## config.mk

```make
export PLATFORM = sky130hd
export DESIGN_NAME = sci_peripheral
export DESIGN_NICKNAME = d
export VERILOG_FILES = /design/src/rtl/sci_pkg.sv /design/src/rtl/sci_fifo.sv /design/src/rtl/sci_baud_gen.sv /design/src/rtl/sci_uart_tx.sv /design/src/rtl/sci_uart_rx.sv /design/src/rtl/sci_uart.sv /design/src/rtl/sci_irq.sv /design/src/rtl/sci_peripheral.sv
export SDC_FILE = /design/constraint.sdc
export NUM_CORES = 1
export LEC_CHECK = 0
export ABC_AREA = 1
export ABC_CLOCK_PERIOD_IN_PS = 2660
export BUFFER_PORTS_ARGS = -buffer_cell sky130_fd_sc_hd__buf_2
export CAP_MARGIN = 20
export CORE_MARGIN = 2
export CORE_UTILIZATION = 44
export DETAILED_ROUTE_END_ITERATION = 12
export GPL_TIMING_DRIVEN = 0
export PLACE_DENSITY = 0.6
export SYNTH_ARGS = -nofsm -noshare
export SYNTH_HDL_FRONTEND = slang
export SYNTH_SLANG_ARGS = --single-unit
```

## constraint.sdc

```tcl
create_clock -name iIF_CLOCK -period 2.66 [get_ports iIF_CLOCK]
set_input_delay 0.399 -clock iIF_CLOCK [delete_from_list [all_inputs] [get_ports iIF_CLOCK]]
set_output_delay 0.399 -clock iIF_CLOCK [all_outputs]
set_load 0.01 [all_outputs]
```

## src/rtl/sci_pkg.sv

```systemverilog
package sci_pkg;

	// Register addresses on the CPU bus
	localparam logic [1:0] SCI_ADDR_TX = 2'd0;
	localparam logic [1:0] SCI_ADDR_RX = 2'd1;
	localparam logic [1:0] SCI_ADDR_CFG = 2'd2;

	localparam int SCI_DATA_W = 8;
	localparam int SCI_FIFO_DEPTH = 16;
	localparam int SCI_PTR_W = 4;
	localparam int SCI_CNT_W = 5;
	localparam int SCI_BDR_W = 4;

	// 16 ticks per bit, start + 8 data + stop
	localparam int SCI_OVERSAMPLE = 16;
	localparam int SCI_TICK_W = 4;
	localparam int SCI_FRAME_BITS = 10;

	// Receiver states
	localparam logic [1:0] SCI_RX_IDLE = 2'd0;
	localparam logic [1:0] SCI_RX_START = 2'd1;
	localparam logic [1:0] SCI_RX_DATA = 2'd2;
	localparam logic [1:0] SCI_RX_STOP = 2'd3;

	// Interrupt machine states
	localparam logic SCI_IRQ_IDLE = 1'b0;
	localparam logic SCI_IRQ_BUSY = 1'b1;

	// Config word, ten sits at bit 0
	typedef struct packed {
		logic rcrl;
		logic tcrl;
		logic [2:0] rire;
		logic [2:0] tire;
		logic [SCI_BDR_W-1:0] bdr;
		logic ren;
		logic ten;
	} sci_cfg_t;

	typedef struct packed {
		logic [17:0] rsvd;
		sci_cfg_t cfg;
	} sci_cfg_word_t;

	// TX writes use the low byte, CFG writes the config fields
	typedef union packed {
		logic [31:0] raw;
		sci_cfg_word_t cfg;
	} sci_req_word_u;

	typedef struct packed {
		logic [SCI_CNT_W-1:0] tx_count;
		logic [SCI_CNT_W-1:0] rx_count;
		logic tx_full;
		logic rx_empty;
		logic tx_done;
		logic rx_done;
	} sci_uart_stat_t;

endpackage

```

## src/rtl/sci_fifo.sv

```systemverilog
`timescale 1ns/100ps

module sci_fifo import sci_pkg::*; (
	input logic iIF_CLOCK,
	input logic inRESET,
	input logic clear,
	input logic push,
	input logic [SCI_DATA_W-1:0] push_data,
	input logic pop,
	output logic [SCI_DATA_W-1:0] pop_data,
	output logic [SCI_CNT_W-1:0] count,
	output logic full,
	output logic empty
);

	logic [SCI_DATA_W-1:0] mem [SCI_FIFO_DEPTH];
	logic [SCI_PTR_W-1:0] wr_ptr;
	logic [SCI_PTR_W-1:0] rd_ptr;
	logic do_push;
	logic do_pop;

	assign full = (count == SCI_CNT_W'(SCI_FIFO_DEPTH));
	assign empty = (count == '0);
	assign do_push = push && !full;
	assign do_pop = pop && !empty;

	// Head entry is visible before the pop
	assign pop_data = mem[rd_ptr];

	always_ff @(posedge iIF_CLOCK) begin
		if (do_push && !clear) begin
			mem[wr_ptr] <= push_data;
		end
	end

	always_ff @(posedge iIF_CLOCK or negedge inRESET) begin
		if (!inRESET) begin
			wr_ptr <= '0;
			rd_ptr <= '0;
			count <= '0;
		end else if (clear) begin
			wr_ptr <= '0;
			rd_ptr <= '0;
			count <= '0;
		end else begin
			if (do_push) begin
				wr_ptr <= wr_ptr + 1'b1;
			end
			if (do_pop) begin
				rd_ptr <= rd_ptr + 1'b1;
			end
			// Push and pop together leave the level unchanged
			if (do_push && !do_pop) begin
				count <= count + 1'b1;
			end else if (do_pop && !do_push) begin
				count <= count - 1'b1;
			end
		end
	end

endmodule

```

## src/rtl/sci_baud_gen.sv

```systemverilog
`timescale 1ns/100ps

module sci_baud_gen import sci_pkg::*; (
	input logic iIF_CLOCK,
	input logic inRESET,
	input logic [SCI_BDR_W-1:0] bdr,
	output logic tick
);

	logic [SCI_BDR_W-1:0] cnt;

	// One tick every bdr+1 clocks
	assign tick = (cnt == '0);

	always_ff @(posedge iIF_CLOCK or negedge inRESET) begin
		if (!inRESET) begin
			cnt <= '0;
		end else if (tick) begin
			// New baud code is picked up here only
			cnt <= bdr;
		end else begin
			cnt <= cnt - 1'b1;
		end
	end

endmodule

```

## src/rtl/sci_uart_tx.sv

```systemverilog
`timescale 1ns/100ps

module sci_uart_tx import sci_pkg::*; (
	input logic iIF_CLOCK,
	input logic inRESET,
	input logic tick,
	input logic enable,
	input logic fifo_empty,
	input logic [SCI_DATA_W-1:0] fifo_data,
	output logic fifo_pop,
	output logic done,
	output logic txd
);

	logic busy;
	logic [SCI_TICK_W-1:0] tick_cnt;
	logic [3:0] bit_cnt;
	logic [SCI_FRAME_BITS-1:0] shreg;
	logic bit_end;

	// Frame starts on a tick while idle
	assign fifo_pop = !busy && tick && enable && !fifo_empty;
	assign bit_end = tick && (tick_cnt == SCI_TICK_W'(SCI_OVERSAMPLE - 1));
	// Shift register idles at all ones, so the line stays high
	assign txd = shreg[0];

	always_ff @(posedge iIF_CLOCK or negedge inRESET) begin
		if (!inRESET) begin
			busy <= 1'b0;
			tick_cnt <= '0;
			bit_cnt <= '0;
			shreg <= '1;
			done <= 1'b0;
		end else begin
			done <= 1'b0;
			if (fifo_pop) begin
				busy <= 1'b1;
				tick_cnt <= '0;
				bit_cnt <= '0;
				shreg <= {1'b1, fifo_data, 1'b0};
			end else if (busy && tick) begin
				tick_cnt <= tick_cnt + 1'b1;
				if (bit_end) begin
					shreg <= {1'b1, shreg[SCI_FRAME_BITS-1:1]};
					if (bit_cnt == 4'(SCI_FRAME_BITS - 1)) begin
						// Stop bit finished
						busy <= 1'b0;
						done <= 1'b1;
					end else begin
						bit_cnt <= bit_cnt + 1'b1;
					end
				end
			end
		end
	end

endmodule

```

## src/rtl/sci_uart_rx.sv

```systemverilog
`timescale 1ns/100ps

module sci_uart_rx import sci_pkg::*; (
	input logic iIF_CLOCK,
	input logic inRESET,
	input logic tick,
	input logic enable,
	input logic rxd,
	output logic push,
	output logic [SCI_DATA_W-1:0] push_data,
	output logic done
);

	logic [1:0] rxd_sync;
	logic rxd_s;
	logic [1:0] state;
	logic [SCI_TICK_W-1:0] tick_cnt;
	logic [2:0] bit_cnt;
	logic mid_start;
	logic bit_end;

	assign rxd_s = rxd_sync[1];
	assign mid_start = (tick_cnt == SCI_TICK_W'(SCI_OVERSAMPLE / 2 - 1));
	assign bit_end = (tick_cnt == SCI_TICK_W'(SCI_OVERSAMPLE - 1));

	// Line idles high
	always_ff @(posedge iIF_CLOCK or negedge inRESET) begin
		if (!inRESET) begin
			rxd_sync <= 2'b11;
		end else begin
			rxd_sync <= {rxd_sync[0], rxd};
		end
	end

	// Data bits arrive LSB first
	always_ff @(posedge iIF_CLOCK) begin
		if (tick && state == SCI_RX_DATA && bit_end) begin
			push_data <= {rxd_s, push_data[SCI_DATA_W-1:1]};
		end
	end

	always_ff @(posedge iIF_CLOCK or negedge inRESET) begin
		if (!inRESET) begin
			state <= SCI_RX_IDLE;
			tick_cnt <= '0;
			bit_cnt <= '0;
			push <= 1'b0;
			done <= 1'b0;
		end else begin
			push <= 1'b0;
			done <= 1'b0;
			if (!enable) begin
				state <= SCI_RX_IDLE;
			end else if (tick) begin
				tick_cnt <= tick_cnt + 1'b1;
				case (state)
					SCI_RX_IDLE: begin
						if (!rxd_s) begin
							state <= SCI_RX_START;
							tick_cnt <= '0;
						end
					end
					SCI_RX_START: begin
						// Glitch shorter than half a bit is ignored
						if (mid_start) begin
							tick_cnt <= '0;
							bit_cnt <= '0;
							state <= rxd_s ? SCI_RX_IDLE : SCI_RX_DATA;
						end
					end
					SCI_RX_DATA: begin
						if (bit_end) begin
							bit_cnt <= bit_cnt + 1'b1;
							if (bit_cnt == 3'(SCI_DATA_W - 1)) begin
								state <= SCI_RX_STOP;
							end
						end
					end
					default: begin
						if (bit_end) begin
							state <= SCI_RX_IDLE;
							done <= 1'b1;
							push <= rxd_s;
						end
					end
				endcase
			end
		end
	end

endmodule

```

## src/rtl/sci_uart.sv

```systemverilog
`timescale 1ns/100ps

module sci_uart import sci_pkg::*; (
	input logic iIF_CLOCK,
	input logic inRESET,
	input sci_cfg_t cfg,
	input logic tx_push,
	input logic [SCI_DATA_W-1:0] tx_data,
	input logic rx_pop,
	output logic [SCI_DATA_W-1:0] rx_data,
	output sci_uart_stat_t stat,
	output logic uart_txd,
	input logic uart_rxd
);

	logic tick;
	logic tx_pop;
	logic tx_empty;
	logic [SCI_DATA_W-1:0] tx_head;
	logic tx_frame_done;
	logic rx_push;
	logic [SCI_DATA_W-1:0] rx_byte;
	logic rx_frame_done;
	logic rx_full;

	sci_baud_gen u_baud (
		.iIF_CLOCK(iIF_CLOCK),
		.inRESET(inRESET),
		.bdr(cfg.bdr),
		.tick(tick)
	);

	sci_fifo u_tx_fifo (
		.iIF_CLOCK(iIF_CLOCK),
		.inRESET(inRESET),
		.clear(cfg.tcrl),
		.push(tx_push),
		.push_data(tx_data),
		.pop(tx_pop),
		.pop_data(tx_head),
		.count(stat.tx_count),
		.full(stat.tx_full),
		.empty(tx_empty)
	);

	sci_fifo u_rx_fifo (
		.iIF_CLOCK(iIF_CLOCK),
		.inRESET(inRESET),
		.clear(cfg.rcrl),
		.push(rx_push),
		.push_data(rx_byte),
		.pop(rx_pop),
		.pop_data(rx_data),
		.count(stat.rx_count),
		.full(rx_full),
		.empty(stat.rx_empty)
	);

	sci_uart_tx u_tx (
		.iIF_CLOCK(iIF_CLOCK),
		.inRESET(inRESET),
		.tick(tick),
		.enable(cfg.ten),
		.fifo_empty(tx_empty),
		.fifo_data(tx_head),
		.fifo_pop(tx_pop),
		.done(tx_frame_done),
		.txd(uart_txd)
	);

	sci_uart_rx u_rx (
		.iIF_CLOCK(iIF_CLOCK),
		.inRESET(inRESET),
		.tick(tick),
		.enable(cfg.ren),
		.rxd(uart_rxd),
		.push(rx_push),
		.push_data(rx_byte),
		.done(rx_frame_done)
	);

	assign stat.tx_done = tx_frame_done;
	// Only count bytes the FIFO really took
	assign stat.rx_done = rx_frame_done && rx_push && !rx_full;

endmodule

```

## src/rtl/sci_irq.sv

```systemverilog
`timescale 1ns/100ps

module sci_irq import sci_pkg::*; (
	input logic iIF_CLOCK,
	input logic inRESET,
	input sci_cfg_t cfg,
	input sci_uart_stat_t stat,
	input logic irq_ack,
	output logic irq_valid
);

	logic state;
	logic tx_flag;
	logic tx_wait;
	logic [SCI_CNT_W-1:0] tx_thr;
	logic rx_flag;
	logic rx_wait;
	logic [SCI_CNT_W-1:0] rx_thr;
	logic [SCI_CNT_W-1:0] tx_level;
	logic [SCI_CNT_W-1:0] rx_level;
	logic [SCI_CNT_W-1:0] rx_next;
	logic take_tx;
	logic take_rx;

	// Zero means the code never raises the flag
	function automatic logic [SCI_CNT_W-1:0] tx_table(input logic [2:0] code);
		case (code)
			3'd1: return SCI_CNT_W'(1);
			3'd2: return SCI_CNT_W'(2);
			3'd3: return SCI_CNT_W'(4);
			3'd4: return SCI_CNT_W'(8);
			default: return '0;
		endcase
	endfunction

	function automatic logic [SCI_CNT_W-1:0] rx_table(input logic [2:0] code);
		case (code)
			3'd1: return SCI_CNT_W'(1);
			3'd2: return SCI_CNT_W'(2);
			3'd3: return SCI_CNT_W'(4);
			3'd4: return SCI_CNT_W'(8);
			3'd5: return SCI_CNT_W'(15);
			default: return '0;
		endcase
	endfunction

	assign tx_level = tx_table(cfg.tire);
	assign rx_level = rx_table(cfg.rire);

	// Level once the byte marked by rx_done is stored
	assign rx_next = stat.rx_count + 1'b1;

	// Receive side wins when both are pending
	assign take_rx = (state == SCI_IRQ_IDLE) && rx_flag;
	assign take_tx = (state == SCI_IRQ_IDLE) && !rx_flag && tx_flag;

	// Transmit level low enough after a frame
	always_ff @(posedge iIF_CLOCK or negedge inRESET) begin
		if (!inRESET) begin
			tx_flag <= 1'b0;
			tx_wait <= 1'b0;
			tx_thr <= '0;
		end else if (take_tx) begin
			tx_flag <= 1'b0;
			tx_wait <= 1'b1;
		end else if (tx_wait) begin
			if (stat.tx_count > tx_thr) begin
				tx_wait <= 1'b0;
			end
		end else if (!tx_flag && stat.tx_done && tx_level != '0 &&
				stat.tx_count <= tx_level) begin
			tx_flag <= 1'b1;
			tx_thr <= tx_level;
		end
	end

	// Receive level high enough after a byte
	always_ff @(posedge iIF_CLOCK or negedge inRESET) begin
		if (!inRESET) begin
			rx_flag <= 1'b0;
			rx_wait <= 1'b0;
			rx_thr <= '0;
		end else if (take_rx) begin
			rx_flag <= 1'b0;
			rx_wait <= 1'b1;
		end else if (rx_wait) begin
			if (stat.rx_count < rx_thr) begin
				rx_wait <= 1'b0;
			end
		end else if (!rx_flag && stat.rx_done && rx_level != '0 &&
				rx_next >= rx_level) begin
			rx_flag <= 1'b1;
			rx_thr <= rx_level;
		end
	end

	always_ff @(posedge iIF_CLOCK or negedge inRESET) begin
		if (!inRESET) begin
			state <= SCI_IRQ_IDLE;
		end else if (state == SCI_IRQ_IDLE) begin
			if (take_rx || take_tx) begin
				state <= SCI_IRQ_BUSY;
			end
		end else if (irq_ack) begin
			state <= SCI_IRQ_IDLE;
		end
	end

	assign irq_valid = (state == SCI_IRQ_BUSY);

endmodule

```

## src/rtl/sci_peripheral.sv

```systemverilog
`timescale 1ns/100ps

module sci_peripheral import sci_pkg::*; (
	input logic iIF_CLOCK,
	input logic inRESET,
	// CPU bus
	input logic req_valid,
	input logic req_rw,
	input logic [1:0] req_addr,
	input sci_req_word_u req_data,
	output logic req_busy,
	output logic rsp_valid,
	output logic [31:0] rsp_data,
	// Interrupt
	output logic irq_valid,
	input logic irq_ack,
	// Serial line
	output logic uart_txd,
	input logic uart_rxd
);

	sci_cfg_t cfg_q;
	sci_uart_stat_t stat;
	logic [SCI_DATA_W-1:0] rx_data;
	logic cfg_wr;
	logic tx_push;
	logic rx_pop;

	assign cfg_wr = req_valid && req_rw && (req_addr == SCI_ADDR_CFG);
	// Write into a full FIFO is dropped
	assign tx_push = req_valid && req_rw && (req_addr == SCI_ADDR_TX) && !stat.tx_full;
	assign rx_pop = req_valid && !req_rw && (req_addr == SCI_ADDR_RX) && !stat.rx_empty;

	always_ff @(posedge iIF_CLOCK or negedge inRESET) begin
		if (!inRESET) begin
			cfg_q <= '0;
		end else if (cfg_wr) begin
			cfg_q <= req_data.cfg.cfg;
		end else begin
			// Clears only last one cycle
			cfg_q.tcrl <= 1'b0;
			cfg_q.rcrl <= 1'b0;
		end
	end

	sci_uart u_uart (
		.iIF_CLOCK(iIF_CLOCK),
		.inRESET(inRESET),
		.cfg(cfg_q),
		.tx_push(tx_push),
		.tx_data(req_data.raw[SCI_DATA_W-1:0]),
		.rx_pop(rx_pop),
		.rx_data(rx_data),
		.stat(stat),
		.uart_txd(uart_txd),
		.uart_rxd(uart_rxd)
	);

	sci_irq u_irq (
		.iIF_CLOCK(iIF_CLOCK),
		.inRESET(inRESET),
		.cfg(cfg_q),
		.stat(stat),
		.irq_ack(irq_ack),
		.irq_valid(irq_valid)
	);

	assign req_busy = stat.tx_full;
	assign rsp_valid = rx_pop;
	// Bit 31 marks a valid byte
	assign rsp_data = stat.rx_empty ? 32'h0 : {1'b1, 23'h0, rx_data};

endmodule

```

# Word-level counts from Yosys, hierarchy flattened
# Memories as Yosys holds them, arrays and structs flattened.
# Index checks and enable logic that the tools add are counted.
classes:
  magnitude_cmp: 4
  bitwise_logic: 5
  n_reduce_logical: 80
  addsub: 13
  muxes: 78
  n_eq_ne: 31
op_table:
  columns: ["cell", "count"]
  rows:
  - ["$mux 4", 17]
  - ["$logic_and 1x1->1", 35]
  - ["$mux 1", 35]
  - ["$mux 32", 1]
  - ["$mux 10", 3]
  - ["$mux 5", 6]
  - ["$add 4x1->4 const B", 7]
  - ["$pmux 4 s5", 1]
  - ["$reduce_bool 2->1", 10]
  - ["$mux 2", 9]
  - ["$pmux 4 s4", 1]
  - ["$logic_not 1->1", 14]
  - ["$eq 3x2->1 const B", 4]
  - ["$eq 3x3->1 const B", 4]
  - ["$eq 4x4->1 const B", 3]
  - ["$reduce_and 3->1", 4]
  - ["$add 5x1->5 const B", 2]
  - ["$eq 5x5->1 const B", 2]
  - ["$logic_not 5->1", 2]
  - ["$reduce_bool 5->1", 2]
  - ["$sub 5x1->5 const B", 2]
  - ["$ne 3x3->1 const B", 3]
  - ["$ne 2x2->1 const B", 4]
  - ["$pmux 4 s2", 1]
  - ["25 further kinds", 39]
word_totals:
  reg_bits: 100
  wordCells: 246
  in_bits: 40
  n_memories: 2
  mem_bits_rw: 256
memory_table:
  columns: ["memory", "depth", "word_bits", "read_ports", "rd_ports_with_merged_regs", "write_ports", "line", "text"]
  rows:
  - ["u_uart.u_rx_fifo.mem", 16, 8, 1, 0, 1, "sci_fifo.sv:16", "logic [SCI_DATA_W-1:0] mem [SCI_FIFO_DEPTH];"]
  - ["u_uart.u_tx_fifo.mem", 16, 8, 1, 0, 1, "sci_fifo.sv:16", null]

# Logic depth before layout (Yosys ltp)
depth:
  depth_word: 9
  ltp_mapped: 16
  depth_no_buf: 16

# Hierarchy
# A second synthesis with hierarchy kept.
unflattened:
  hier_cells: 1511
  area_unflattened_um2: 16185.5
by_module_without_submodules:
  columns: ["mod", "instances", "cells_per_inst", "area_per_inst_um2", "seq_area_each_um2"]
  rows:
  - ["sci_fifo (u_uart.u_tx_fifo)", 1, 510, 6030.8, 4169.0]
  - ["sci_fifo (u_uart.u_rx_fifo)", 1, 499, 6025.8, 4169.0]
  - ["sci_irq", 1, 145, 1078.5, 325.3]
  - ["sci_uart_tx", 1, 123, 1001.0, 486.7]
  - ["sci_uart_rx", 1, 96, 975.9, 568.0]
  - ["sci_peripheral", 1, 110, 849.6, 350.3]
  - ["sci_baud_gen", 1, 25, 206.4, 100.1]
  - ["sci_uart", 1, 3, 17.5, 0.0]

# Worst setup path after synthesis
# Ideal clock, no wire load.
synth_timing:
  path_kind: "flip-flop to flip-flop"
  start: "reg u_uart.u_baud.cnt[0]"
  end: "reg u_uart.u_tx_fifo.count[4]"
  path_stages_with_launch: 16
  n_path_buf: 0
  slack_ns: 0.507
  arrival_ns: 2.036
  setup_ns: 0.117
  path_cell_list: "dfrtp_1 inv_1 ha_1 nand3_4 nor2_2 nand2_4 nand2_2 ha_1 a21oi_1 nand3_1 nand2_1 inv_1 nand2_1 nand2_1 nand2_1 nand2_1"
synth_between:
  elab_chain_len: 9
synth_rtl:
  columns: ["item", "line", "text"]
  rows:
  - ["from (decl)", "sci_baud_gen.sv:10", "logic [SCI_BDR_W-1:0] cnt;"]
  - ["from (signal assigned)", "sci_baud_gen.sv:20", "cnt <= bdr;"]
  - ["from (signal assigned)", "sci_baud_gen.sv:22", "cnt <= cnt - 1'b1;"]
  - ["$logic_not 4->1 *", "sci_baud_gen.sv:13", "assign tick = (cnt == '0);"]
  - ["$logic_and 1x1->1 * (3 in series)", "sci_uart_tx.sv:22", "assign fifo_pop = !busy && tick && enable && !fifo_empty;"]
  - ["$logic_and 1x1->1 *", "sci_fifo.sv:25", "assign do_pop = pop && !empty;"]
  - ["$logic_not 1->1", "sci_fifo.sv:53", "if (do_push && !do_pop) begin"]
  - ["$logic_and 1x1->1", "sci_fifo.sv:53", null]
  - ["$mux 5", "sci_fifo.sv:53", null]
  - ["$mux 5", "sci_fifo.sv:41", "end else if (clear) begin"]
  - ["to (signal assigned)", "sci_fifo.sv:54", "count <= count + 1'b1;"]
  - ["to (signal assigned)", "sci_fifo.sv:56", "count <= count - 1'b1;"]
  - ["to (decl)", "sci_fifo.sv:11", "output logic [SCI_CNT_W-1:0] count,"]
# Every way passes the cells marked *; elsewhere a longest branch is shown, timed or not.
# A chain may end at the register's enable or synchronous reset.

# Final worst setup path
layout_timing:
  start: "reg u_uart.u_rx_fifo.rd_ptr[0]"
  end: "out rsp_data[7]"
layout_between:
  elab_chain_len: 2
layout_rtl:
  columns: ["item", "line", "text"]
  rows:
  - ["from (decl)", "sci_fifo.sv:18", "logic [SCI_PTR_W-1:0] rd_ptr;"]
  - ["from (signal assigned)", "sci_fifo.sv:50", "rd_ptr <= rd_ptr + 1'b1;"]
  - ["$mem_v2 16x8", null, null]
  - ["$mux 32", "sci_peripheral.sv:71", "assign rsp_data = stat.rx_empty ? 32'h0 : {1'b1, 23'h0, rx_data};"]
  - ["to (decl)", "sci_peripheral.sv:13", "output logic [31:0] rsp_data,"]
# No other way between the ends.

==> impl_metrics.json <==
{
  "outcome": "finished clean",
  "r2r_setup_slack_ns": 0.10,
  "grt_pass1_vias": 10600,
  "num_vias": 10800,
  "ir_worst_vdd_v": 0.000868,
  "crit_path_start": "u_uart.u_rx_fifo.rd_ptr[0]",
  "required_ns": 2.26,
  "synthFlopType": "edfxtp_1",
  "num_io_pins": 76,
  "gp_congestion": 0.863,
  "hp-class": "primary input to flop",
  "wl_per_cell_microns": 17.8,
  "p_leak_nw": 7.43,
  "synth_edf_count": 264,
  "dieArea_sq_um": 37600,
  "die_h_microns": 194,
  "maxCapViolCount": 0,
  "grt_pass1_wl_microns": 59100,
  "final_common_cell": "nand2_1",
  "post-place-ws_ns": -0.0908,
  "whs_endpoint": "u_irq.irq_valid",
  "critPathKind": "flop to primary output",
  "drtIter0Drc": 829,
  "start_util_pct": 44.6,
  "final_nets": 1691,
  "nFillCells": 3190,
  "root_buffer": "clkbuf_16",
  "holdWs_ns": 0.0517,
  "grt_setup_unrepaired": "true",
  "synthCells": 1512,
  "period_share_pct": 96.7,
  "ys_async_sr_fraction_pct": 25.2,
  "drcViolationCount": 0,
  "clkTransAtPathRegs_ns": 0.06,
  "rr_endpoint": "u_uart.u_tx_fifo.mem[4][5]",
  "ys_warn_count": 0,
  "grt_max_degree": 59,
  "worstMarginPinSlew_ns": 0.854,
  "tritoncts": "built",
  "dieWidth_microns": 194,
  "cp.arrival_ns": 2.17,
  "syn_area_per_cell_sq_um": 10.5,
  "setup-violations-final": 0,
  "final_core_util_pct": 51.1,
  "maxSlewHeadroom_pct": 42.8,
  "r2r_cells": 6,
  "grt.overflow.total": 0,
  "power_density_nw_per_um2": 937,
  "cts_made_buffers": 39,
  "synth-seq-cells": 353,
  "report.final.hold_viol_count": 0,
  "antenna_found_initial": 0,
  "startpoint_type": "flop",
  "clk_latency_ns": 0.54,
  "ys_types": 48,
  "rows": 69,
  "fin_ws_ns": 0.0891,
  "syn_to_final_growth_pct": 14.4,
  "ant_nets": 0,
  "fin_skew_ns": 0.0200,
  "htreeDepth": 2,
  "antennaDiodeCount": 0,
  "vias_per_cell": 5.13,
  "min_period_ns": 2.57,
  "cp_max_fo": 10,
  "worstReg2RegStart": "u_uart.u_tx_fifo.count[0]",
  "drv_slew": 0,
  "track_usage_pct": 20.2,
  "clock_path_buffers": 3,
  "final_cell_mix": "nand2_1 (408), edfxtp_1 (264), nand3_1 (192)",
  "hold_depth": 2,
  "holdCritStartpoint": "irq_ack",
  "place_hpwl_microns": 24900,
  "fmax_mhz": 389,
  "clock_sinks": 353,
  "core_sq_um": 35600,
  "syn-cell-area_sq_um": 15900,
  "end_kind": "primary output",
  "portBuffers": 34,
  "synth-seq-area-share_pct": 64.1,
  "drive_gt1_share_pct": 14.3,
  "drt_wl_total_microns": 37400,
  "first_pass_iters": 7,
  "total_power_mw": 17.0
}
-- synthesized netlist by cell type, types with 2 or more instances --
cell / n / area (sq um)
ha_1: 39 / 488
nor2_2: 4 / 25.0
xnor2_1: 4 / 35.0
nand2_1: 408 / 1530
a211oi_1: 2 / 15.0
nand4_1: 14 / 87.6
nand2_2: 6 / 37.5
nor2_1: 112 / 420
inv_1: 100 / 375
dfstp_2: 11 / 289
buf_2: 32 / 160
nand2_4: 6 / 67.6
o21a_1: 9 / 67.6
xor2_1: 7 / 61.3
clkbuf_1: 14 / 52.6
mux2_2: 7 / 78.8
inv_2: 7 / 26.3
nor2_4: 4 / 45.0
o21ai_0: 58 / 290
a21oi_1: 57 / 285
buf_4: 25 / 188
a22oi_1: 2 / 15.0
clkinv_1: 5 / 18.8
o211ai_1: 11 / 82.6
edfxtp_1: 264 / 7930
nor3_1: 7 / 35.0
o21ai_1: 3 / 15.0
buf_1: 2 / 7.51
buf_6: 4 / 45.0
nand3b_1: 2 / 15.0
nand3_1: 192 / 961
dfrtp_1: 78 / 1950
-- layout make-up --
class                   instances  area [sq um]  share of cell area [%]
clock inverters                22           262                    1.44
repair buffers                 37           220                    1.21
plain buffers                  76           507                    2.79
multi-input cells             990          4940                    27.2
inverters                     114           438                    2.41
flip-flops and latches        353         10200                    56.0
clock buffers                  46          1040                    5.75
well taps                     461           577                    3.18
-- cells by family (layout without fill, tap and decap cells) --
family / Yosys count / count (layout) / share of synthesized area [%]
simple gates: 762 / 762 / 20.8
flops: 353 / 353 / 64.1
buf+inv: 191 / 295 / 5.60
compound gates: 147 / 147 / 5.15
fa+ha+maj: 40 / 40 / 3.20
xor+xnor: 11 / 11 / 0.607
mux: 7 / 7 / 0.497
other cells: 1 / 23 / 0.0236
-- flip-flops by register name, indices dropped and copies added (netlist names), 3 cells and up --
register,flops
u_uart.u_rx.tick_cnt,4
u_uart.u_rx_fifo.count,5
u_uart.u_baud.cnt,4
u_uart.u_rx_fifo.rd_ptr,4
u_uart.u_tx_fifo.mem,128
u_irq.rx_thr,4
u_uart.u_tx_fifo.count,5
u_uart.u_tx_fifo.rd_ptr,4
u_uart.u_tx.tick_cnt,4
cfg_q,14
u_uart.u_rx.bit_cnt,3
u_uart.u_rx_fifo.wr_ptr,4
u_uart.u_rx.push_data,8
u_uart.u_rx_fifo.mem,128
u_uart.u_tx.shreg,9
u_uart.u_tx.bit_cnt,4
u_uart.u_tx_fifo.wr_ptr,4
u_irq.tx_thr,4
-- layer usage --
| metal | GRT usage [%] | routed length (microns) | vias up |
|---|---|---|---|
| li1 | - | - | 5301 |
| met1 | 26.8 | 16100 | 5096 |
| met2 | 34.6 | 18300 | 300 |
| met3 | 2.75 | 2040 | 69 |
| met4 | 6.20 | 981 | 0 |
| met5 | 0 | 0 | - |
-- timing repair --
| action | in CTS | in global routing |
|---|---|---|
| gates cloned | 0 | 0 |
| buffers inserted | 0 | 0 |
| resized for setup | 14 | 33 |
| endpoints found under the hold margin | 22 | 0 |
| hold buffers | 2 | 0 |
| setup endpoints to repair | 8 | 96 |
-- metrics by stage --
step / std cells / setup TNS [ns] / instance area (sq um)
floorplan: 1534 / 0 / 16000
global route: 2099 / -2.32 / 18200
CTS: 2100 / 0 / 18100
finish: 2099 / 0 / 18200
detailed placement: 2030 / -1.81 / 16700
global placement: 2029 / -0.165 / 16700
-- power breakdown --
group | internal, mW | switching (mW) | leakage, nW
Clock | 3.38 | 2.12 | 0.648
Combinational | 1.70 | 3.24 | 3.28
Sequential | 6.26 | 0.303 | 3.50
Total | 11.3 | 5.66 | 7.43
-- worst max path at each step --
stage / cells past startpoint / endpoint
after floorplan: 15 / u_uart.u_tx_fifo.count[4]
after global routing: 6 / u_uart.u_tx_fifo.mem[4][1]
after global placement: 6 / u_uart.u_tx_fifo.mem[6][7]
final: 9 / rsp_data[7]
after detailed placement: 6 / u_uart.u_tx_fifo.mem[6][4]
after CTS: 8 / rsp_data[2]
-- critical path, stage by stage, from the launching register on --
cell	delay, ns
dfrtp_2	0.45
inv_1	0.11
buf_6	0.16
buf_6	0.16
nand2_1	0.06
nand3_1	0.08
nand3_1	0.13
a21oi_1	0.20
o21a_1	0.16
buf_2	0.13
Note: power is estimated with default switching activity, not from simulation.
